## config.mk

```make
export PLATFORM = sky130hd
export DESIGN_NAME = dir_init_seq
export DESIGN_NICKNAME = d
export VERILOG_FILES = /design/src/logic/cache_geom_pkg.sv /design/src/logic/dir_init_seq.sv
export SDC_FILE = /design/constraint.sdc
export NUM_CORES = 1
export LEC_CHECK = 0
export ABC_AREA = 1
export BUFFER_PORTS_ARGS = -buffer_cell sky130_fd_sc_hd__buf_2
export CORE_AREA = 2 2 39 41
export CTS_CLUSTER_SIZE = 28
export DETAILED_ROUTE_END_ITERATION = 8
export DIE_AREA = 0 0 41 43
export HOLD_SLACK_MARGIN = 0.02
export SETUP_SLACK_MARGIN = 0.15
export SLEW_MARGIN = 0
export SYNTH_ARGS = -nofsm -noshare
export SYNTH_HDL_FRONTEND = slang
export SYNTH_SLANG_ARGS = --single-unit
```

## constraint.sdc

```tcl
create_clock -name clk_i -period 0.9 [get_ports clk_i]
set_input_delay 0.09 -clock clk_i [delete_from_list [all_inputs] [get_ports clk_i]]
set_output_delay 0.09 -clock clk_i [all_outputs]
set_load 0.05 [all_outputs]
```

## src/logic/cache_geom_pkg.sv

```systemverilog
package cache_geom_pkg;

    // Cache geometry
    localparam int unsigned NUM_SETS   = 16;
    localparam int unsigned NUM_WAYS   = 4;
    localparam int unsigned TAG_WIDTH  = 8;
    localparam int unsigned WORD_WIDTH = 32;
    localparam int unsigned LINE_WORDS = 4;

    // Derived index widths
    localparam int unsigned SET_WIDTH      = $clog2(NUM_SETS);
    localparam int unsigned WORD_IDX_WIDTH = $clog2(LINE_WORDS);

    // One data RAM row per word of every line in every set
    localparam int unsigned DATA_DEPTH = NUM_SETS * LINE_WORDS;

    typedef logic [SET_WIDTH-1:0]      set_t;
    typedef logic [WORD_IDX_WIDTH-1:0] word_idx_t;
    typedef logic [TAG_WIDTH-1:0]      tag_t;

    // One bit per way, at most one set
    typedef logic [NUM_WAYS-1:0]       way_vec_t;

    typedef logic [WORD_WIDTH-1:0]     data_word_t;

endpackage

```

## src/logic/dir_init_seq.sv

```systemverilog
`timescale 1ns/10ps

module dir_init_seq
    import cache_geom_pkg::*;
(
    input  logic clk_i,
    input  logic rst_ni,
    output logic init_busy_o,
    output set_t init_set_o,
    output logic ready_o
);

    set_t set_q;
    logic done_q;

    // One set cleared per cycle until the last one
    always_ff @(posedge clk_i or negedge rst_ni) begin
        if (!rst_ni) begin
            set_q  <= '0;
            done_q <= 1'b0;
        end else if (!done_q) begin
            set_q <= set_q + 1'b1;
            if (set_q == set_t'(NUM_SETS - 1)) begin
                done_q <= 1'b1;
            end
        end
    end

    assign init_busy_o = ~done_q;
    assign init_set_o  = set_q;
    assign ready_o     = done_q;

endmodule

```

==> flow_summary.ini <==
[run_status]
status = finished, violations left
violations = negative setup slack

[detailed_routing]
dr.pass1.iters = 2
drt_wl_total_um = 649
vias_per_cell = 3.84
wl_per_cell_um = 10.3
num_vias = 242
dr.first_iter.drc_count = 4
postRouteAntennaNets = 0
drc = 0

[cts]
root_buffer = clkbuf_4
h-tree-depth = 1
clock-sinks = 5
cts_tree = done
clk_latency_ns = 0.24
cts_buffers = 3
clk_path_buf_depth = 2
cts.reportedPaths.clkPinSlew_ns = 0.05

[timing]
hold_viol_final = 0
worstMarginPinSlew_ns = 0.139
rsz0062_at_grt = yes
setup_viol = 7
fin_crit_sh_pct = 108
slew_headroom_pct = 90.7
min_period_ns = 0.968
worst_slack_ns = -0.0678
slew_violations = 0
fmax_mhz = 1030
clock_skew_ns = 0.00183

[worst_setup_path]
cp-start-kind = flop
crit_buf_inv = 1
crit_type = reg -> out
worstPathArrival_ns = 0.88
required_ns = 0.81
slowest_stage = dfrtp_2
critPathTopFamily = flip-flops
cp_max_fo = 3
cp_cell_sequence = buf_4
end_kind = primary output
max_stage_delay_ns = 0.43

[die]
die_area_um2 = 1760
die-height_um = 43
core_um2 = 1380
initial_core_util_pct = 16.8
die_w_um = 41
rows = 14
ios = 8

[global_route]
gr-total-overflow = 0
grt_pass1_vias = 267
grt_usage_pct = 9.27
grt_pass1_wl_mm = 1.05
antenna_found_initial = 0
grt_max_degree = 6

[place]
port_buffers = 7
place_congestion = 0.667
dpl-instance-area_um2 = 310
dpl.hpwl_um = 393
dp_slack_ns = 0.00894

[synth]
synth-seq-area-share_pct = 53.8
netlist.area_leader.share_pct = 53.8
synth_fp_nets = 32
synth_top_area_cell = dfrtp_1
yosys_warnings = 0
netlist_area_um2 = 233
synth_seq_cells = 5
synth.distinct_cells = 9
synth_area_leaders = dfrtp_1 (54%), nand2_1 (16%), inv_1 (8.1%)
syn_avg_cell_area_um2 = 8.02
synthesis.instances = 29

[pwr]
worst_ir_drop_vdd_mv = 0.350
leakage_nw = 0.221
p_total_uw = 501
cellPowerDensity_nw_per_um2 = 1120

[job]
cap_violations = 0

[final_layout]
fillers = 154
fin_nets = 51
design_area_um2 = 445
area_delta_synth_final_pct = 91.4
layout-drive-gt1-share_pct = 57.4
diodes = 0

[hold_path]
hold_class = in -> async
## cell usage after synthesis
cell type and n:
nand2_1 10, nand3_1 3, inv_1 5, dfrtp_1 5
ha_1 1, nand2_2 1, nor2_2 1, nor2_1 2
inv_2 1
## area by class of cell
class / instances / area, um^2 / area share, %
repair buffers: 14 / 131 / 29.5
clock buffers: 4 / 26.3 / 5.90
inverters: 6 / 27.5 / 6.18
multi-input cells: 18 / 110 / 24.7
flip-flops and latches: 5 / 130 / 29.2
well taps: 16 / 20.0 / 4.49
## power breakdown
part / internal [mW] / switching (mW)
Combinational: 0.00439 / 0.00459
Clock: 0.168 / 0.0984
Sequential: 0.225 / 0
Total: 0.398 / 0.103
## cells by family (layout without fill, tap and decap cells)
logic type,count (synthesis),count (layout),share of synthesized area [%]
adder cells (fa/ha/maj),1,1,5.38
buffers and inverters,6,24,9.68
flip-flops,5,5,53.8
AND/OR/NAND/NOR,17,17,31.2
## layer usage
metal / share of wire, % / GRT usage, %
met2: 61 / 15.6
met5: 0 / 0
met1: 33 / 8.79
met3: 5.5 / 3.14
met4: 0 / 6.00
## cell usage in the layout (no fill, tap or decap)
master / netlist / routed
dfrtp_1: 5 / 1
inv_2: 1 / 1
nand2_2: 1 / 1
nand3_1: 3 / 2
clkbuf_1: 0 / 1
ha_4: 0 / 1
clkbuf_4: 0 / 3
nand3_2: 0 / 1
buf_6: 0 / 5
nand2_1: 10 / 10
inv_1: 5 / 4
nor2_1: 2 / 1
nor2_2: 1 / 1
nor2_4: 0 / 1
dlygate4sd3_1: 0 / 1
buf_8: 0 / 1
buf_2: 0 / 1
buf_4: 0 / 6
clkinv_4: 0 / 1
dfrtp_2: 0 / 4
## sequential cells by signal, indices dropped and copies added, names as in the netlist
register    count
ready_o         1
init_set_o      4
## metrics by stage
stage	cells	setup TNS [ns]	util (%)	hold slack, ns
floorplan	29	-0.424	-	-0.206
global placement	52	0	22.4	-0.0877
detailed placement	52	0	22.4	-0.0877
CTS	61	-0.383	30.8	0.177
global route	63	-0.541	32.2	0.216
finish	63	-0.285	32.2	0.181
## final timing paths
| check | start | end | slack [ns] | depth (start not counted) |
|---|---|---|---|---|
| min in group clk_i | init_set_o[1] | init_set_o[1] | 0.56 | 2 |
| max in group asynchronous | rst_ni | ready_o | 0.57 | 2 |
| min | rst_ni | init_set_o[2] | 0.18 | 2 |
| max reg2reg | ready_o | init_set_o[3] | -0.03 | 5 |
| max | ready_o | ready_o | -0.07 | 1 |
| min reg2reg | init_set_o[1] | init_set_o[1] | 0.56 | 2 |
## timing repair
| action | in CTS | in global routing |
|---|---|---|
| hold buffers | 1 | 0 |
| setup endpoints to repair | 11 | 11 |
| endpoints found under the hold margin | 5 | 0 |
| setup buffers | 4 | 2 |
| pin swaps | 4 | 0 |
| resized for setup | 15 | 2 |
No activity file was read; power rests on OpenSTA's default activity.
