[src/logic/cache_geom_pkg.sv]
package cache_geom_pkg;

    // Cache geometry
    localparam int unsigned NUM_SETS   = 16;
    localparam int unsigned NUM_WAYS   = 4;
    localparam int unsigned TAG_WIDTH  = 8;
    localparam int unsigned WORD_WIDTH = 32;
    localparam int unsigned LINE_WORDS = 4;

    // Derived index widths
    localparam int unsigned SET_WIDTH      = $clog2(NUM_SETS);
    localparam int unsigned WORD_IDX_WIDTH = $clog2(LINE_WORDS);

    // One data RAM row per word of every line in every set
    localparam int unsigned DATA_DEPTH = NUM_SETS * LINE_WORDS;

    typedef logic [SET_WIDTH-1:0]      set_t;
    typedef logic [WORD_IDX_WIDTH-1:0] word_idx_t;
    typedef logic [TAG_WIDTH-1:0]      tag_t;

    // One bit per way, at most one set
    typedef logic [NUM_WAYS-1:0]       way_vec_t;

    typedef logic [WORD_WIDTH-1:0]     data_word_t;

endpackage

[src/logic/cache_entry_pkg.sv]
package cache_entry_pkg;

    import cache_geom_pkg::*;

    // Directory entry as stored in each way's RAM
    typedef struct packed {
        logic valid;
        logic dirty;
        tag_t tag;
    } dir_entry_t;

    localparam int unsigned BYTES_PER_WORD = WORD_WIDTH / 8;

    // One enable per byte lane of a data word
    typedef logic [BYTES_PER_WORD-1:0] data_be_t;

endpackage

[src/logic/sram_1rw.sv]
`timescale 1ns/10ps

module sram_1rw #(
    parameter int unsigned DATA_WIDTH = 32,
    parameter int unsigned DEPTH      = 64
) (
    input  logic                          clk_i,
    input  logic                          cs_i,
    input  logic                          we_i,
    input  logic [(DATA_WIDTH+7)/8-1:0]   be_i,
    input  logic [$clog2(DEPTH)-1:0]      addr_i,
    input  logic [DATA_WIDTH-1:0]         wdata_i,
    output logic [DATA_WIDTH-1:0]         rdata_o
);

    logic [DATA_WIDTH-1:0] mem [DEPTH];

    always_ff @(posedge clk_i) begin
        if (cs_i) begin
            if (we_i) begin
                // Last lane may be partial when the width is not a byte multiple
                for (int b = 0; b < DATA_WIDTH; b++) begin
                    if (be_i[b/8]) begin
                        mem[addr_i][b] <= wdata_i[b];
                    end
                end
            end else begin
                // Read value stays until the next read
                rdata_o <= mem[addr_i];
            end
        end
    end

endmodule

[src/logic/dir_array.sv]
`timescale 1ns/10ps

module dir_array
    import cache_geom_pkg::*;
    import cache_entry_pkg::*;
(
    input  logic                       clk_i,
    input  logic                       rst_ni,
    input  logic                       init_busy_i,
    input  set_t                       init_set_i,
    input  logic                       lookup_i,
    input  set_t                       lookup_set_i,
    input  tag_t                       lookup_tag_i,
    input  logic                       refill_i,
    input  set_t                       refill_set_i,
    input  way_vec_t                   refill_way_i,
    input  tag_t                       refill_tag_i,
    input  logic                       updt_i,
    input  set_t                       updt_set_i,
    input  way_vec_t                   updt_way_i,
    input  logic                       updt_valid_i,
    input  logic                       updt_dirty_i,
    input  tag_t                       updt_tag_i,
    output way_vec_t                   hit_way_o,
    output dir_entry_t [NUM_WAYS-1:0]  entries_o,
    output set_t                       lookup_set_o
);

    set_t                      dir_addr;
    way_vec_t                  dir_cs;
    way_vec_t                  dir_we;
    dir_entry_t                dir_wentry;
    dir_entry_t [NUM_WAYS-1:0] dir_rentry;
    set_t                      lookup_set_q;
    tag_t                      lookup_tag_q;

    // Sweep has priority, then lookup, refill and update
    always_comb begin
        dir_addr   = '0;
        dir_cs     = '0;
        dir_we     = '0;
        dir_wentry = '0;
        if (init_busy_i) begin
            dir_addr = init_set_i;
            dir_cs   = '1;
            dir_we   = '1;
        end else if (lookup_i) begin
            dir_addr = lookup_set_i;
            dir_cs   = '1;
        end else if (refill_i) begin
            dir_addr   = refill_set_i;
            dir_cs     = refill_way_i;
            dir_we     = refill_way_i;
            // Freshly refilled lines start clean
            dir_wentry = '{valid: 1'b1, dirty: 1'b0, tag: refill_tag_i};
        end else if (updt_i) begin
            dir_addr   = updt_set_i;
            dir_cs     = updt_way_i;
            dir_we     = updt_way_i;
            dir_wentry = '{valid: updt_valid_i, dirty: updt_dirty_i, tag: updt_tag_i};
        end
    end

    for (genvar w = 0; w < NUM_WAYS; w++) begin : gen_way
        sram_1rw #(
            .DATA_WIDTH ($bits(dir_entry_t)),
            .DEPTH      (NUM_SETS)
        ) u_dir_ram (
            .clk_i   (clk_i),
            .cs_i    (dir_cs[w]),
            .we_i    (dir_we[w]),
            .be_i    ('1),
            .addr_i  (dir_addr),
            .wdata_i (dir_wentry),
            .rdata_o (dir_rentry[w])
        );

        assign hit_way_o[w] = dir_rentry[w].valid && (dir_rentry[w].tag == lookup_tag_q);
    end

    // Keep the looked-up set and tag alongside the held RAM output
    always_ff @(posedge clk_i) begin
        if (lookup_i) begin
            lookup_set_q <= lookup_set_i;
            lookup_tag_q <= lookup_tag_i;
        end
    end

    assign entries_o    = dir_rentry;
    assign lookup_set_o = lookup_set_q;

    a_dir_strobes: assert property (@(posedge clk_i) disable iff (!rst_ni)
        $onehot0({lookup_i, refill_i, updt_i}));

    // A tag is never refilled into two ways of the same set
    a_hit_onehot: assert property (@(posedge clk_i) disable iff (!rst_ni)
        !$isunknown(hit_way_o) |-> $onehot0(hit_way_o));

endmodule

[config.mk]
export PLATFORM = sky130hd
export DESIGN_NAME = dir_array
export DESIGN_NICKNAME = d
export VERILOG_FILES = /design/src/logic/cache_geom_pkg.sv /design/src/logic/cache_entry_pkg.sv /design/src/logic/sram_1rw.sv /design/src/logic/dir_array.sv
export SDC_FILE = /design/constraint.sdc
export NUM_CORES = 1
export LEC_CHECK = 0
export BUFFER_PORTS_ARGS = -buffer_cell sky130_fd_sc_hd__buf_2
export CAP_MARGIN = 40
export CORE_UTILIZATION = 55
export DETAILED_ROUTE_END_ITERATION = 7
export PLACE_DENSITY = 0.68
export SKIP_CTS_REPAIR_TIMING = 1
export SYNTH_ARGS = -nofsm -noshare
export SYNTH_HDL_FRONTEND = slang
export SYNTH_SLANG_ARGS = --single-unit
[constraint.sdc]
create_clock -name clk_i -period 6.7 [get_ports clk_i]
set_input_delay 0 -clock clk_i [delete_from_list [all_inputs] [get_ports clk_i]]
set_output_delay 0 -clock clk_i [all_outputs]
set_load 0.02 [all_outputs]
==> impl_results.md <==
- Seq/Total Area, Yosys: 76.7%
- Initial Utilization: 56.3%
- Initial antenna violation count: 0
- Pin count of the biggest net entering global routing: 91
- Final Instance Area: 31200 um2
- Starting DRT DRC Count: 1386
- Slew Viols, Final: 0
- Worst EP arrival: 4.31 ns
- Top-area cell type share of the netlist area: 76.7%
- RSZ-0062 raised after global routing: false
- TritonRoute pass-1 iters: 5
- Synth top area cells: edfxtp_1 77%, mux2i_1 8.9%, o22ai_1 2.8%, nand2_1 1.9%, mux2_2 1.7%
- Fin cells: 2478
- Slew @ Worst Pin: 0.949 ns
- Chip width: 224 um
- Met3 Track Usage GR: 4.91%
- Total Wirelength: 65200 um
- Fin crit period: 3.84 ns
- Area leader, netlist: edfxtp_1
- Vias in the first global route: 14528
- Hold Crit Depth: 2
- Vias: 15091
- CTS max path bufs: 3
- Dpl cells: 2343
- Clock edge transition at the registers on the reported setup and hold paths: 0.06 ns
- Final nets: 1828
- Cell area after synthesis: 27100 um2
- Avg WL per Cell: 26.3 um
- Final ANT Viol Nets: 0
- Worst reg-to-reg path cell count: 4
- Most common cell after layout, fill and taps aside: edfxtp_1
- Cell Pwr Density: 308 nW/um2
- Area Overhead vs Synth: 15.1%
- CTS Sinks: 692
- # fillers: 3346
- Worst Path Max Fanout: 30
- Worst hold margin: 0.122 ns
- Cell row count: 80
- I/O pins: 104
- Antenna diode count: 0
- M1 GR Usage: 37.6%
- FF-to-FF setup slack: 4.98 ns
- Post-synth top flop: edfxtp_1
- Hold Crit Endpoint: lookup_tag_q[4]
- Syn avg cell area: 17.2 um2
- First-pass GRT wire length: 95200 um
- Core Area: 48100 um2
- Final setup TNS: 0 ns
- Port Buffers: 102
- Outcome: finished, final reports clean
- VDD IR-drop max: 0.263 mV
- CTS tree: yes
- Area of the die: 50100 um2
- Multi-input logic area: 6000 um2
- Busiest grt layer: met2
- Worst-Skew Late Latency: 0.60 ns
- Fin util: 64.8%
- Post-synth EDFFs: 692
- Crit Path Class: primary input to flip-flop
- Overflow after GRT: 0
- RePlAce Congestion: 0.822
- Share of post-route cells with drive strength above 1: 19.0%
- HPWL after detailed placement: 39200 um
- Final hold vios: 0
- Commonest cells after routing, fill and taps aside: 692 x edfxtp_1, 240 x mux2i_1, 136 x nand2_1, 121 x o22ai_1, 102 x buf_2
- Post-Syn Nets: 1633
- Area after DPL: 28900 um2
- Distinct cells, synth: 46
- CP Launch Type: primary input
- Post-route DRC: 0
- Mapped Cells: 1577
- Hold Path Origin: lookup_tag_i[4]
- GRT met2 Usage: 42.0%
- Gr usage total: 26.5%
- H-tree depth: 3
- CTS root buf: clkbuf_16
- Fraction of registers with async set/reset: 0%
- Tcrit/Tclk final: 57.4%
- YS warnings: 0
- Relative slew slack: 36.7%
- Min-delay worst type: primary input to flip-flop
- Skew final: 0.0186 ns
- Reg2reg end: gen_way[3].u_dir_ram.rdata_o[8]
- Fmax: 260 MHz
- R2R Path Start: gen_way[3].u_dir_ram.mem[1][8]
- Setup violators final: 0
- Crit end category: flip-flop
- Leak: 10.1 nW
- Critical path required time: 7.16 ns
- Via density: 6.09
- CTS Buf Count: 69
- Die H: 224 um
- Register area: 20800 um2
- Max Cap Viol: 0
- Register bit total from synthesis: 692
[sequential cells by signal, indices dropped and copies added (netlist names)]
name and count:
gen_way.u_dir_ram.rdata_o 40, lookup_set_o 4, gen_way.u_dir_ram.mem 640, lookup_tag_q 8
[synthesized netlist by cell type (2+ instances only)]
cell type and number:
and3_1 3, o211a_1 2, xor2_1 16, mux2_2 40, nand2_1 136, nor2_1 70, buf_6 6, nand2b_1 3
xnor2_1 16, a211o_1 2, o22ai_1 121, nand4_1 3, mux2i_1 240, nand3_1 7, o21ai_0 5, buf_8 3
nor3_1 19, a22oi_1 12, and3b_1 2, inv_1 2, buf_1 4, buf_4 3, o21a_1 2, clkbuf_1 30
a221o_1 40, or3_1 40, edfxtp_1 692, buf_2 36, nor4_1 5
[where the power goes]
part / internal, mW / total [mW] / switching [mW]
Sequential: 4.95 / 5.03 / 0.0773
Combinational: 0.317 / 0.865 / 0.548
Clock: 2.17 / 3.72 / 1.55
[cells by family after synthesis]
logic type | count (synthesis) | share of synthesized area [%]
AND/OR/NAND/NOR | 296 | 4.86
XOR/XNOR | 32 | 1.03
AO/OA/AOI/OAI | 193 | 5.20
multiplexers | 280 | 10.5
flip-flops | 692 | 76.7
buffers and inverters | 84 | 1.66
[critical path, cell delays in order]
cell,delay [ns]
dlygate4sd3_1,0.54
buf_2,0.31
or2_2,0.59
a221oi_2,0.78
nor2_2,0.24
nor3b_2,0.79
buf_4,0.57
a221o_1,0.33
or3_1,0.13
[routing by layer]
metal	vias up	wire length, um
met1	7585	26500
met5	-	0
met4	0	1630
met3	129	6050
li1	6635	-
met2	742	31100
[layout make-up]
class	count	share of cell area, %
flip-flops and latches	692	66.6
repair buffers	206	4.55
multi-input cells	801	19.2
well taps	656	2.63
clock buffers	86	5.88
clock inverters	35	1.05
inverters	2	0.0241
[through the flow]
stage          power (mW)  setup slack (ns)
3_3_place_gp         5.93              2.71
3_5_place_dp         5.98              2.87
2_1_floorplan        5.64              2.86
4_1_cts              9.65              3.50
6_report             9.62              2.86
5_1_grt              9.89              2.75
[how the worst max path moves through the flow]
stage,start,to,cells past startpoint
floorplan,lookup_i,gen_way[0].u_dir_ram.mem[0][8],4
global placement,lookup_i,gen_way[3].u_dir_ram.mem[10][7],6
detailed placement,lookup_i,gen_way[2].u_dir_ram.rdata_o[9],8
CTS,lookup_i,gen_way[3].u_dir_ram.rdata_o[9],8
global route,lookup_i,gen_way[3].u_dir_ram.rdata_o[9],9
finish,lookup_i,gen_way[3].u_dir_ram.rdata_o[9],9
Power figures use the tool's default switching activity.
