### src/logic/cache_geom_pkg.sv
package cache_geom_pkg;

    // Cache geometry
    localparam int unsigned NUM_SETS   = 16;
    localparam int unsigned NUM_WAYS   = 4;
    localparam int unsigned TAG_WIDTH  = 8;
    localparam int unsigned WORD_WIDTH = 32;
    localparam int unsigned LINE_WORDS = 4;

    // Derived index widths
    localparam int unsigned SET_WIDTH      = $clog2(NUM_SETS);
    localparam int unsigned WORD_IDX_WIDTH = $clog2(LINE_WORDS);

    // One data RAM row per word of every line in every set
    localparam int unsigned DATA_DEPTH = NUM_SETS * LINE_WORDS;

    typedef logic [SET_WIDTH-1:0]      set_t;
    typedef logic [WORD_IDX_WIDTH-1:0] word_idx_t;
    typedef logic [TAG_WIDTH-1:0]      tag_t;

    // One bit per way, at most one set
    typedef logic [NUM_WAYS-1:0]       way_vec_t;

    typedef logic [WORD_WIDTH-1:0]     data_word_t;

endpackage

### src/logic/cache_entry_pkg.sv
package cache_entry_pkg;

    import cache_geom_pkg::*;

    // Directory entry as stored in each way's RAM
    typedef struct packed {
        logic valid;
        logic dirty;
        tag_t tag;
    } dir_entry_t;

    localparam int unsigned BYTES_PER_WORD = WORD_WIDTH / 8;

    // One enable per byte lane of a data word
    typedef logic [BYTES_PER_WORD-1:0] data_be_t;

endpackage

### src/logic/victim_select.sv
`timescale 1ns/10ps

module victim_select
    import cache_geom_pkg::*;
    import cache_entry_pkg::*;
(
    input  logic                       clk_i,
    input  logic                       rst_ni,
    input  set_t                       lookup_set_i,
    input  dir_entry_t [NUM_WAYS-1:0]  entries_i,
    input  logic                       refill_i,
    input  set_t                       refill_set_i,
    input  way_vec_t                   refill_way_i,
    output way_vec_t                   victim_way_o,
    output logic                       victim_valid_o,
    output logic                       victim_dirty_o,
    output tag_t                       victim_tag_o
);

    typedef logic [$clog2(NUM_WAYS)-1:0] way_idx_t;

    way_idx_t [NUM_SETS-1:0] rr_q;
    logic                    found_invalid;

    function automatic way_idx_t way_to_idx(input way_vec_t way);
        way_idx_t idx;
        idx = '0;
        for (int w = 0; w < NUM_WAYS; w++) begin
            if (way[w]) begin
                idx = way_idx_t'(w);
            end
        end
        return idx;
    endfunction

    // Pointer moves to the way after the one just refilled
    always_ff @(posedge clk_i or negedge rst_ni) begin
        if (!rst_ni) begin
            rr_q <= '0;
        end else if (refill_i) begin
            rr_q[refill_set_i] <= way_to_idx(refill_way_i) + 1'b1;
        end
    end

    always_comb begin
        victim_way_o  = '0;
        found_invalid = 1'b0;
        // Lowest invalid way first
        for (int w = 0; w < NUM_WAYS; w++) begin
            if (!entries_i[w].valid && !found_invalid) begin
                victim_way_o[w] = 1'b1;
                found_invalid   = 1'b1;
            end
        end
        if (!found_invalid) begin
            victim_way_o = way_vec_t'(1) << rr_q[lookup_set_i];
        end

        victim_valid_o = 1'b0;
        victim_dirty_o = 1'b0;
        victim_tag_o   = '0;
        for (int w = 0; w < NUM_WAYS; w++) begin
            victim_valid_o |= victim_way_o[w] & entries_i[w].valid;
            victim_dirty_o |= victim_way_o[w] & entries_i[w].dirty;
            victim_tag_o   |= {TAG_WIDTH{victim_way_o[w]}} & entries_i[w].tag;
        end
    end

    // Pointer update needs exactly one refilled way
    a_refill_way_onehot: assert property (@(posedge clk_i) disable iff (!rst_ni)
        refill_i |-> $onehot(refill_way_i));

endmodule

### config.mk
export PLATFORM = sky130hd
export DESIGN_NAME = victim_select
export DESIGN_NICKNAME = d
export VERILOG_FILES = /design/src/logic/cache_geom_pkg.sv /design/src/logic/cache_entry_pkg.sv /design/src/logic/victim_select.sv
export SDC_FILE = /design/constraint.sdc
export NUM_CORES = 1
export LEC_CHECK = 0
export BUFFER_PORTS_ARGS = -buffer_cell sky130_fd_sc_hd__buf_2
export CAP_MARGIN = 25
export CORE_MARGIN = 2
export CORE_UTILIZATION = 30
export DETAILED_ROUTE_END_ITERATION = 10
export PLACE_DENSITY_LB_ADDON = 0.3
export SLEW_MARGIN = 0
export SYNTH_ARGS = -nofsm -noshare
export SYNTH_HDL_FRONTEND = slang
export SYNTH_SLANG_ARGS = --single-unit
export TNS_END_PERCENT = 30
### constraint.sdc
create_clock -name clk_i -period 3.5 [get_ports clk_i]
set_input_delay 0.175 -clock clk_i [delete_from_list [all_inputs] [get_ports clk_i]]
set_output_delay 0.175 -clock clk_i [all_outputs]
set_load 0.1 [all_outputs]
==> load_flow_metrics.sql, run 1 <==
INSERT INTO impl_metrics (metric_group, metric, value, unit) VALUES
('status', 'run_status', 'completed', ''),
('clock_network', 'cts_buf_count', '5', ''),
('clock_network', 'cts_htree_levels', '2', ''),
('placement', 'replace_congestion', '0.794', ''),
('logic_synthesis', 'synth_warnings', '0', ''),
('setup_path', 'crit_path_max_incr_delay', '0.49', 'ns'),
('setup_path', 'timing.critical_path.to_type', 'output pin', ''),
('layout', 'n_antenna_cell', '0', ''),
('floorplan', 'io-pin-count', '69', ''),
('setup_path', 'path_cells', 'mux2_2, a2bb2o_1, or4_1, a211oi_4, a221o_1, a221o_2, buf_2', ''),
('clock_network', 'clock_insertion_delay_worst_skew', '0.28', 'ns'),
('setup_path', 'worstPathArrival', '2.83', 'ns'),
('layout', 'area_growth', '24.4', '%'),
('layout', 'layout_top_registers', 'rr_q (32)', ''),
('global_routing', 'grt.met3_usage', '0.0349', ''),
('setup_path', 'critical_path_type', 'reg2out', ''),
('power_and_ir_drop', 'power_density', '436', 'mW/mm^2'),
('sta', 'report.final.slew_viol_count', '0', ''),
('logic_synthesis', 'synth_top_flop_cell', 'sky130_fd_sc_hd__dfrtp_1', ''),
('logic_synthesis', 'synthesis.area', '0.00212', 'mm^2'),
('detailed_routing', 'post_drt_via_cell_ratio', '5.03', ''),
('layout', 'number_of_flip_flops_in_the_largest_register', '32', ''),
('logic_synthesis', 'synthesis.instances', '188', ''),
('layout', 'max_flop_register', 'rr_q', ''),
('sta', 'clock.fmax', '0.333', 'GHz'),
('floorplan', 'die_area', '0.00776', 'mm^2'),
('setup_path', 'critical_path.endpoint', 'victim_tag_o[0]', ''),
('logic_synthesis', 'synth.largest_area_cell', 'sky130_fd_sc_hd__dfrtp_1', ''),
('detailed_routing', 'postRouteWirelength', '5170', 'um'),
('sta', 'fin_skew', '0', 'ns'),
('global_routing', 'grtUsageMet1', '0.170', ''),
('logic_synthesis', 'synth-edff-count', '0', ''),
('sta', 'hold_violations', '0', ''),
('logic_synthesis', 'synth_seq_area_share', '0.378', ''),
('clock_network', 'cts.sink_count', '32', ''),
('placement', 'place.detailed.hpwl', '3970', 'um'),
('global_routing', 'grt_pass1_wl', '8110', 'um'),
('setup_path', 'setup_crit_start', 'rr_q[31]$_DFFE_PN0P_', ''),
('global_routing', 'groute.usage.overall', '0.135', ''),
('detailed_routing', 'dr_vias', '1776', ''),
('power_and_ir_drop', 'irDropWorstVdd', '0.256', 'mV'),
('worst_hold_path', 'worstHoldPathType', 'in2reg', ''),
('logic_synthesis', 'flop_and_latch_count_out_of_synthesis', '32', ''),
('logic_synthesis', 'syn_avg_cell_area', '11.3', 'um^2'),
('layout', 'post-route-cell-area', '0.00264', 'mm^2'),
('placement', 'place.port_buffers', '67', ''),
('power_and_ir_drop', 'fin_total_pwr', '1.15', 'mW'),
('detailed_routing', 'ant_nets', '0', ''),
('logic_synthesis', 'synth.lib_cells_used.distinct', '38', ''),
('detailed_routing', 'first_pass_iters', '4', ''),
('sta', 'finalWorstPathRequiredPeriod', '3.00', 'ns'),
('detailed_routing', 'first_iter_violations', '38', ''),
('logic_synthesis', 'synth_fp_nets', '243', ''),
('global_routing', 'gr_overflow_total', '0', ''),
('layout', 'finalCoreUtilization', '0.386', ''),
('clock_network', 'path_clk_slew', '0.06', 'ns'),
('layout', 'finish.net_count', '312', ''),
('global_routing', 'grt_start_max_net_pins', '33', ''),
('setup_path', 'capturing_point_of_the_worst_reg2reg_path', 'rr_q[29]$_DFFE_PN0P_', ''),
('logic_synthesis', 'netlist.area_leader.share', '0.378', ''),
('floorplan', 'die_w', '88.1', 'um'),
('detailed_routing', 'post-route-drc-count', '0', ''),
('floorplan', 'start_util', '0.310', ''),
('sta', 'maxSlewHeadroom', '0.510', ''),
('power_and_ir_drop', 'power.leakage', '1.22', 'nW'),
('setup_path', 'cp.required', '3.32', 'ns'),
('sta', 'setup_viol', '0', ''),
('floorplan', 'core_area', '0.00683', 'mm^2'),
('logic_synthesis', 'synth.cells.most_frequent', 'sky130_fd_sc_hd__mux2_2, sky130_fd_sc_hd__dfrtp_1, sky130_fd_sc_hd__a221o_1, sky130_fd_sc_hd__nor2_1, sky130_fd_sc_hd__nor2b_1', ''),
('setup_path', 'timing.critical_path.depth', '7', ''),
('run', 'max_cap_viol_count', '0', '');
logic make-up after synthesis:
logic type | Yosys count | synth area share
compound gates | 41 | 0.178
buf+inv | 12 | 0.0271
flops | 32 | 0.378
mux | 47 | 0.275
simple gates | 56 | 0.142
how the worst min path moves through the flow:
stage                          from  cells after the start                   end  slack, ns
floorplan                    rst_ni                      0   rr_q[0]$_DFFE_PN0P_      -0.12
global placement             rst_ni                      1  rr_q[27]$_DFFE_PN0P_       0.27
detailed placement           rst_ni                      1  rr_q[27]$_DFFE_PN0P_       0.28
CTS                 refill_set_i[0]                      3  rr_q[10]$_DFFE_PN0P_       0.31
global route        refill_set_i[0]                      3  rr_q[10]$_DFFE_PN0P_       0.34
finish              refill_set_i[0]                      3  rr_q[10]$_DFFE_PN0P_       0.32
final cells by class:
class	count	area (um^2)
clock buffer	6	72.6
inverter	4	15.0
multi-input combinational	144	1260
timing repair buffer	70	360
fill	701	4190
tap	96	120
sequential	32	801
clock inverter	1	5.00
placed cells by master (no fill, tap or decap), drive strengths merged, types with 3 or more instances in the layout:
cell | netlist | routed
dfrtp | 32 | 32
nor2b | 10 | 10
a22oi | 9 | 9
a221o | 18 | 18
mux4 | 4 | 4
nand2b | 6 | 6
buf | 2 | 69
clkbuf | 6 | 6
mux2 | 38 | 38
nand2 | 8 | 8
nor2 | 14 | 14
nor3 | 3 | 3
inv | 4 | 4
mux2i | 5 | 5
nand3b | 4 | 4
power by group:
group	switching, mW	internal (mW)	leakage, nW
clock	0.131	0.135	0.0410
combinational	0.222	0.173	0.773
sequential	0.0369	0.452	0.406
metal layers:
metal	vias up	share of wire
li1	860	-
met1	840	0.44
met2	70	0.46
met3	6	0.083
met4	0	0.012
met5	-	0
stage by stage:
step / instances / setup slack, ns
global placement: 343 / 0.620
CTS: 352 / 0.469
global route: 353 / 0.326
finish: 353 / 0.500
floorplan: 188 / -0.0992
detailed placement: 344 / 0.599
what timing repair did:
| action | in CTS | in global routing |
|---|---|---|
| hold endpoints to repair | 32 | 0 |
| setup buffers | 0 | 0 |
| setup endpoints to repair | 0 | 0 |
| hold buffers | 1 | 0 |
(Power assumes the default switching activity.)
==> inputs of run 2 (changes only) <==
- BUFFER_PORTS_ARGS: -buffer_cell sky130_fd_sc_hd__buf_2 -> default
- CTS_CLUSTER_DIAMETER: default -> 80
- DONT_BUFFER_PORTS: default -> 1
- REMOVE_ABC_BUFFERS: default -> 1
==> load_flow_metrics.sql, run 2 (synthesized netlist as in run 1, its figures left out) <==
INSERT INTO impl_metrics (metric_group, metric, value, unit) VALUES
('clock_network', 'clock_insertion_delay_worst_skew', '0.28', 'ns'),
('setup_path', 'worstPathArrival', '2.65', 'ns'),
('clock_network', 'post_cts_resized', '0', ''),
('clock_network', 'cts.path.max_buffers', '2', ''),
('clock_network', 'clk_root_buffer_cell', 'sky130_fd_sc_hd__clkbuf_8', ''),
('sta', 'maxSlewHeadroom', '0.584', ''),
('placement', 'replace_congestion', '0.707', ''),
('sta', 'fin_skew', '0', 'ns'),
('global_routing', 'grt.met3_usage', '0.0500', ''),
('sta', 'report.final.slew_viol_count', '0', ''),
('global_routing', 'grt_antenna_before_repair', '0', ''),
('layout', 'number_of_flip_flops_in_the_largest_register', '32', ''),
('detailed_routing', 'post-route-drc-count', '0', ''),
('layout', 'mostFrequentLayoutCell', 'sky130_fd_sc_hd__mux2_2', ''),
('floorplan', 'die_w', '88.1', 'um'),
('worst_hold_path', 'whs_path_depth', '2', ''),
('detailed_routing', 'postRouteWirelength', '5110', 'um'),
('floorplan', 'std_cell_rows', '30', ''),
('detailed_routing', 'first_pass_iters', '4', ''),
('setup_path', 'critPathMaxFanout', '10', ''),
('global_routing', 'vias_in_the_first_global_route', '1598', ''),
('global_routing', 'groute.usage.overall', '0.133', ''),
('sta', 'rsz_0062_raised_after_global_routing', 'no', ''),
('sta', 'hold_violations', '0', ''),
('layout', 'layout-drive-gt1-share', '0.340', ''),
('detailed_routing', 'first_iter_violations', '62', ''),
('sta', 'clock.fmax', '0.354', 'GHz'),
('detailed_routing', 'post_drt_via_cell_ratio', '5.31', ''),
('detailed_routing', 'ant_nets', '0', ''),
('power_and_ir_drop', 'power_density', '460', 'mW/mm^2'),
('layout', 'finalCoreUtilization', '0.375', ''),
('power_and_ir_drop', 'irDropWorstVdd', '0.247', 'mV'),
('placement', 'inst_count_dp', '291', ''),
('clock_network', 'cts_tree', 'yes', ''),
('global_routing', 'grt_pass1_wl', '7850', 'um'),
('sta', 'final_min_period_over_clock_period', '0.808', ''),
('layout', 'layout_top_registers', 'rr_q (32)', ''),
('global_routing', 'grtUsageMet1', '0.160', ''),
('setup_path', 'critical_path_type', 'reg2out', ''),
('floorplan', 'core_area', '0.00683', 'mm^2'),
('layout', 'layoutNonFillerInstCount', '302', ''),
('placement', 'place.detailed.hpwl', '3980', 'um'),
('setup_path', 'timing.rr.start', 'rr_q[6]$_DFFE_PN0P_', ''),
('sta', 'final.setup.tns', '0', 'ns'),
('sta', 'finalWorstPathRequiredPeriod', '2.83', 'ns'),
('setup_path', 'r2r.worst_path.cells', '1', ''),
('clock_network', 'cts_buf_count', '5', ''),
('floorplan', 'chipHeight', '88.1', 'um'),
('clock_network', 'path_clk_slew', '0.06', 'ns'),
('clock_network', 'cts.sink_count', '32', ''),
('power_and_ir_drop', 'fin_total_pwr', '1.18', 'mW'),
('global_routing', 'grt_start_max_net_pins', '33', ''),
('placement', 'place.port_buffers', '0', ''),
('clock_network', 'cts_htree_levels', '2', ''),
('layout', 'area_growth', '20.8', '%'),
('floorplan', 'io-pin-count', '69', ''),
('worst_hold_path', 'hold_start', 'refill_set_i[0]', ''),
('detailed_routing', 'wl_per_cell', '16.9', 'um'),
('setup_path', 'cp.required', '3.32', 'ns'),
('run', 'max_cap_viol_count', '0', ''),
('layout', 'fillerInstances', '688', ''),
('layout', 'finish.net_count', '260', ''),
('floorplan', 'start_util', '0.310', ''),
('global_routing', 'grt_busiest_layer', 'met2', ''),
('detailed_routing', 'dr_vias', '1603', ''),
('sta', 'setup_viol', '0', ''),
('setup_path', 'startpoint_type', 'register', ''),
('layout', 'mostFrequentLayoutCells', 'sky130_fd_sc_hd__mux2_2, sky130_fd_sc_hd__dfrtp_1, sky130_fd_sc_hd__a221o_1, sky130_fd_sc_hd__nor2_1', ''),
('setup_path', 'setup_crit_start', 'rr_q[26]$_DFFE_PN0P_', ''),
('global_routing', 'gr_overflow_total', '0', ''),
('sta', 'worst_hold_slack', '0.147', 'ns'),
('layout', 'n_antenna_cell', '0', ''),
('setup_path', 'timing.critical_path.to_type', 'output pin', ''),
('status', 'run_status', 'completed', ''),
('layout', 'max_flop_register', 'rr_q', ''),
('power_and_ir_drop', 'power.leakage', '1.07', 'nW'),
('worst_hold_path', 'worstHoldPathType', 'in2reg', ''),
('floorplan', 'die_area', '0.00776', 'mm^2'),
('global_routing', 'grtUsageMet2', '0.221', ''),
('clock_network', 'postCtsSetupBuffers', '0', ''),
('sta', 'max_slew.worst_pin.slew', '0.622', 'ns');
run 2: cell count changes in the layout (fill, tap and decap cells not counted), sizes merged:
cell / previous run / this run
buf: 69 / 17
clkbuf: 6 / 8
clkinv: 1 / 0
run 2: worst paths after layout:
kind	endpoint	slack, ns
min	rr_q[10]$_DFFE_PN0P_	0.15
max reg2reg	rr_q[6]$_DFFE_PN0P_	2.74
max	victim_tag_o[4]	0.67
max in group asynchronous	rr_q[9]$_DFFE_PN0P_	3.00
min reg2reg	rr_q[31]$_DFFE_PN0P_	0.50
min in group asynchronous	rr_q[24]$_DFFE_PN0P_	0.33
run 2: layout make-up:
| type | count | area (um^2) | share of cell area |
|---|---|---|---|
| flip-flops and latches | 32 | 801 | 0.313 |
| clock buffers | 8 | 90.1 | 0.0352 |
| repair buffers | 18 | 263 | 0.103 |
| well taps | 96 | 120 | 0.0469 |
| inverters | 4 | 15.0 | 0.00586 |
| multi-input cells | 144 | 1270 | 0.497 |
run 2: routing by layer:
layer / share of wire / vias to the layer above
met4: 0.013 / 0
li1: - / 762
met1: 0.43 / 751
met5: 0 / -
met3: 0.12 / 7
met2: 0.44 / 83
run 2: report_power, final:
part	internal, mW	switching (mW)	total, mW
registers	0.452	0.0365	0.489
clock network	0.160	0.130	0.290
logic	0.191	0.207	0.398
total	0.804	0.374	1.18
run 2: worst max-delay path, cell delays in order (launching register included):
cell and delay, ns:
sky130_fd_sc_hd__dfrtp_1 0.37, sky130_fd_sc_hd__mux4_1 0.54, sky130_fd_sc_hd__mux2i_1 0.20, sky130_fd_sc_hd__mux2i_2 0.16, sky130_fd_sc_hd__a21boi_4 0.21, sky130_fd_sc_hd__a221o_1 0.39, sky130_fd_sc_hd__a221o_1 0.31, sky130_fd_sc_hd__buf_12 0.18
run 2: stage by stage:
stage	area, um^2	worst slack [ns]
global route	2560	0.555
floorplan	2080	-0.100
CTS	2550	0.635
detailed placement	2430	0.963
global placement	2430	0.975
finish	2560	0.673
run 2: what timing repair did:
| action | CTS | global route |
|---|---|---|
| endpoints found under the hold margin | 32 | 0 |
| hold buffers | 2 | 0 |
| setup endpoints to repair | 0 | 0 |
==> inputs of run 3 (changes only) <==
- ABC_AREA: default -> 1
- clock period: 3.5 -> 2.8 ns (I/O delays scaled with it)
==> load_flow_metrics.sql, run 3 <==
INSERT INTO impl_metrics (metric_group, metric, value, unit) VALUES
('status', 'run_status', 'completed', ''),
('logic_synthesis', 'synth_top_flop_cell', 'sky130_fd_sc_hd__dfrtp_1', ''),
('worst_hold_path', 'hold_start', 'refill_set_i[1]', ''),
('floorplan', 'core_area', '0.00718', 'mm^2'),
('global_routing', 'grt_pass1_wl', '9100', 'um'),
('logic_synthesis', 'synth-async-reset-ratio', '1.00', ''),
('logic_synthesis', 'flop_and_latch_count_out_of_synthesis', '32', ''),
('sta', 'clock.fmax', '0.473', 'GHz'),
('placement', 'replace_congestion', '0.833', ''),
('setup_path', 'capturing_point_of_the_worst_reg2reg_path', 'rr_q[7]$_DFFE_PN0P_', ''),
('logic_synthesis', 'synth.largest_area_cell', 'sky130_fd_sc_hd__dfrtp_1', ''),
('clock_network', 'cts_buf_count', '5', ''),
('layout', 'max_flop_register', 'rr_q', ''),
('sta', 'worst_hold_slack', '0.0759', 'ns'),
('clock_network', 'path_clk_slew', '0.07', 'ns'),
('clock_network', 'cts_htree_levels', '2', ''),
('detailed_routing', 'first_pass_iters', '4', ''),
('power_and_ir_drop', 'comb_pwr_share', '0.328', ''),
('logic_synthesis', 'share_of_the_synthesized_netlist_area_taken_by_xor_and_xnor_gates', '0', ''),
('layout', 'layout_top_registers', 'rr_q (32)', ''),
('detailed_routing', 'post-route-drc-count', '0', ''),
('logic_synthesis', 'synth-adder-area-share', '0', ''),
('detailed_routing', 'dr_vias', '2075', ''),
('logic_synthesis', 'netlist_top_cells_area', 'sky130_fd_sc_hd__dfrtp_1, sky130_fd_sc_hd__nand2_1, sky130_fd_sc_hd__inv_1', ''),
('sta', 'maxSlewHeadroom', '0.534', ''),
('placement', 'placed_area', '0.00251', 'mm^2'),
('logic_synthesis', 'synthesis.area', '0.00220', 'mm^2'),
('sta', 'setup_slack', '0.685', 'ns'),
('power_and_ir_drop', 'power_report.internal_total', '1.00', 'mW'),
('sta', 'final_min_period_over_clock_period', '0.755', ''),
('detailed_routing', 'post_drt_via_cell_ratio', '4.52', ''),
('clock_network', 'clk_root_buffer_cell', 'sky130_fd_sc_hd__clkbuf_8', ''),
('floorplan', 'chipHeight', '89.6', 'um'),
('power_and_ir_drop', 'seqPwrFrac', '0.386', ''),
('logic_synthesis', 'synth_seq_area_share', '0.364', ''),
('run', 'max_cap_viol_count', '0', ''),
('floorplan', 'std_cell_rows', '31', ''),
('global_routing', 'gr_overflow_total', '0', ''),
('sta', 'setup_viol', '0', ''),
('logic_synthesis', 'largest_family_of_logic_cells_by_synthesized_area', 'simple AND/OR/NAND/NOR gates', ''),
('setup_path', 'timing.critical_path.to_type', 'output pin', ''),
('detailed_routing', 'wl_per_cell', '12.2', 'um'),
('setup_path', 'cp.required', '2.66', 'ns'),
('sta', 'fin_skew', '0', 'ns'),
('detailed_routing', 'ant_nets', '0', ''),
('placement', 'place.port_buffers', '0', ''),
('layout', 'finalCoreUtilization', '0.370', ''),
('power_and_ir_drop', 'fin_total_pwr', '1.55', 'mW'),
('setup_path', 'setup.reg_to_reg.worst_slack', '2.06', 'ns'),
('power_and_ir_drop', 'irDropWorstVdd', '0.197', 'mV'),
('layout', 'number_of_flip_flops_in_the_largest_register', '32', ''),
('worst_hold_path', 'worstHoldPathType', 'in2reg', ''),
('worst_hold_path', 'whs_path_depth', '3', ''),
('clock_network', 'clock_insertion_delay_worst_skew', '0.28', 'ns'),
('power_and_ir_drop', 'p_switching', '0.552', 'mW'),
('global_routing', 'groute.usage.overall', '0.145', ''),
('clock_network', 'cts_tree', 'yes', ''),
('setup_path', 'timing.rr.start', 'rr_q[7]$_DFFE_PN0P_', ''),
('logic_synthesis', 'synth.cells.most_frequent', 'sky130_fd_sc_hd__nand2_1, sky130_fd_sc_hd__inv_1, sky130_fd_sc_hd__nand3_1, sky130_fd_sc_hd__dfrtp_1, sky130_fd_sc_hd__o21ai_0', ''),
('placement', 'dp_slack', '0.965', 'ns'),
('logic_synthesis', 'synth-edff-count', '0', ''),
('setup_path', 'critPathMaxFanout', '9', ''),
('logic_synthesis', 'synth_compound_gate_area_share', '0.0809', ''),
('floorplan', 'start_util', '0.306', ''),
('sta', 'report.final.slew_viol_count', '0', ''),
('logic_synthesis', 'synth_warnings', '0', ''),
('sta', 'final.setup.tns', '0', 'ns'),
('power_and_ir_drop', 'power.leakage', '1.33', 'nW'),
('logic_synthesis', 'yosys.cell_count.top_type', 'sky130_fd_sc_hd__nand2_1', ''),
('layout', 'mostFrequentLayoutCells', 'sky130_fd_sc_hd__nand2_1, sky130_fd_sc_hd__inv_1, sky130_fd_sc_hd__nand3_1, sky130_fd_sc_hd__o21ai_0, sky130_fd_sc_hd__dfrtp_1', ''),
('sta', 'rsz_0062_raised_after_global_routing', 'no', ''),
('logic_synthesis', 'synthesis.instances', '340', ''),
('power_and_ir_drop', 'power_density', '585', 'mW/mm^2'),
('floorplan', 'io-pin-count', '69', ''),
('logic_synthesis', 'netlist.area_leader.share', '0.364', ''),
('sta', 'finalWorstPathRequiredPeriod', '2.11', 'ns'),
('detailed_routing', 'first_iter_violations', '98', ''),
('layout', 'layoutNonFillerInstCount', '459', ''),
('logic_synthesis', 'syn_avg_cell_area', '6.46', 'um^2'),
('layout', 'mostFrequentLayoutCell', 'sky130_fd_sc_hd__nand2_1', ''),
('setup_path', 'worstPathArrival', '1.97', 'ns'),
('setup_path', 'startpoint_type', 'register', ''),
('floorplan', 'die_w', '89.6', 'um'),
('global_routing', 'grt_antenna_before_repair', '0', ''),
('logic_synthesis', 'yosys-mux-area-fraction', '0.00513', ''),
('logic_synthesis', 'synth.lib_cells_used.distinct', '23', ''),
('placement', 'inst_count_dp', '449', ''),
('global_routing', 'grt_start_max_net_pins', '33', ''),
('sta', 'hold_violations', '0', ''),
('layout', 'finish.net_count', '414', ''),
('worst_hold_path', 'min_to', 'rr_q[10]$_DFFE_PN0P_', ''),
('layout', 'area_growth', '20.7', '%'),
('layout', 'layout-drive-gt1-share', '0.144', ''),
('layout', 'n_antenna_cell', '0', ''),
('logic_synthesis', 'synth-simple-area-share', '0.412', ''),
('setup_path', 'critical_path_type', 'reg2out', ''),
('sta', 'max_slew.worst_pin.slew', '0.700', 'ns'),
('detailed_routing', 'postRouteWirelength', '5600', 'um'),
('floorplan', 'die_area', '0.00802', 'mm^2'),
('layout', 'post-route-cell-area', '0.00265', 'mm^2'),
('power_and_ir_drop', 'switching_portion_of_total_power', '0.355', ''),
('global_routing', 'vias_in_the_first_global_route', '1998', ''),
('power_and_ir_drop', 'clkPwrFrac', '0.286', ''),
('clock_network', 'cts.path.max_buffers', '2', ''),
('clock_network', 'cts.sink_count', '32', ''),
('placement', 'place.detailed.hpwl', '4230', 'um'),
('setup_path', 'r2r.worst_path.cells', '1', '');
run 3: critical path, cell delays in order, from the launching register on:
cell	delay, ns
sky130_fd_sc_hd__dfrtp_1	0.33
sky130_fd_sc_hd__inv_1	0.04
sky130_fd_sc_hd__o21ai_0	0.20
sky130_fd_sc_hd__nand2_1	0.08
sky130_fd_sc_hd__nand3_1	0.07
sky130_fd_sc_hd__nand3_1	0.10
sky130_fd_sc_hd__nand2_2	0.13
sky130_fd_sc_hd__nand2_2	0.08
sky130_fd_sc_hd__nand2_2	0.15
sky130_fd_sc_hd__nand3_1	0.10
sky130_fd_sc_hd__nand2_1	0.10
sky130_fd_sc_hd__inv_1	0.04
sky130_fd_sc_hd__nand2_1	0.09
sky130_fd_sc_hd__buf_12	0.18
run 3: how the worst max path moves through the flow:
stage | from | endpoint | slack, ns | depth (start not counted)
floorplan | rr_q[5]$_DFFE_PN0P_ | victim_way_o[2] | -0.35 | 8
detailed placement | rr_q[5]$_DFFE_PN0P_ | victim_dirty_o | 0.97 | 11
finish | rr_q[5]$_DFFE_PN0P_ | victim_tag_o[5] | 0.69 | 13
global route | rr_q[5]$_DFFE_PN0P_ | victim_tag_o[5] | 0.44 | 13
global placement | rr_q[5]$_DFFE_PN0P_ | victim_dirty_o | 1.01 | 11
CTS | rr_q[5]$_DFFE_PN0P_ | victim_tag_o[1] | 0.66 | 13
run 3: logic make-up after synthesis:
kind of cell | Yosys count
and+or+nand+nor | 199
muxes | 1
AOI/OAI and AO/OA | 35
DFF | 32
buffers and inverters | 73
run 3: power by group through the flow:
stage	Clock, mW	Combinational, mW	Sequential, mW
6_report	0.443	0.510	0.599
5_1_grt	0.473	0.574	0.611
4_1_cts	0.454	0.515	0.601
3_5_place_dp	0	0.497	0.610
3_3_place_gp	0	0.494	0.605
2_1_floorplan	0	0.368	0.601
run 3: final cells by class:
| cell class | instances | area, um^2 |
|---|---|---|
| clock inverter | 3 | 42.5 |
| sequential | 32 | 801 |
| fill | 787 | 4520 |
| multi-input combinational | 235 | 1100 |
| timing repair buffer | 18 | 263 |
| clock buffer | 5 | 68.8 |
| inverter | 67 | 256 |
| tap | 99 | 124 |
run 3: per-layer routing:
| layer | routed length (um) | share of wire | GRT usage |
|---|---|---|---|
| met1 | 2520 | 0.45 | 0.178 |
| met3 | 286 | 0.051 | 0.0329 |
| met5 | 0 | 0 | 0 |
| met2 | 2720 | 0.49 | 0.251 |
| met4 | 63 | 0.011 | 0.0502 |
run 3: timing repair:
action,4_1_cts,5_1_grt
buffers inserted,0,0
gates resized for setup,0,0
hold buffers,2,0
hold endpoints to repair,32,0
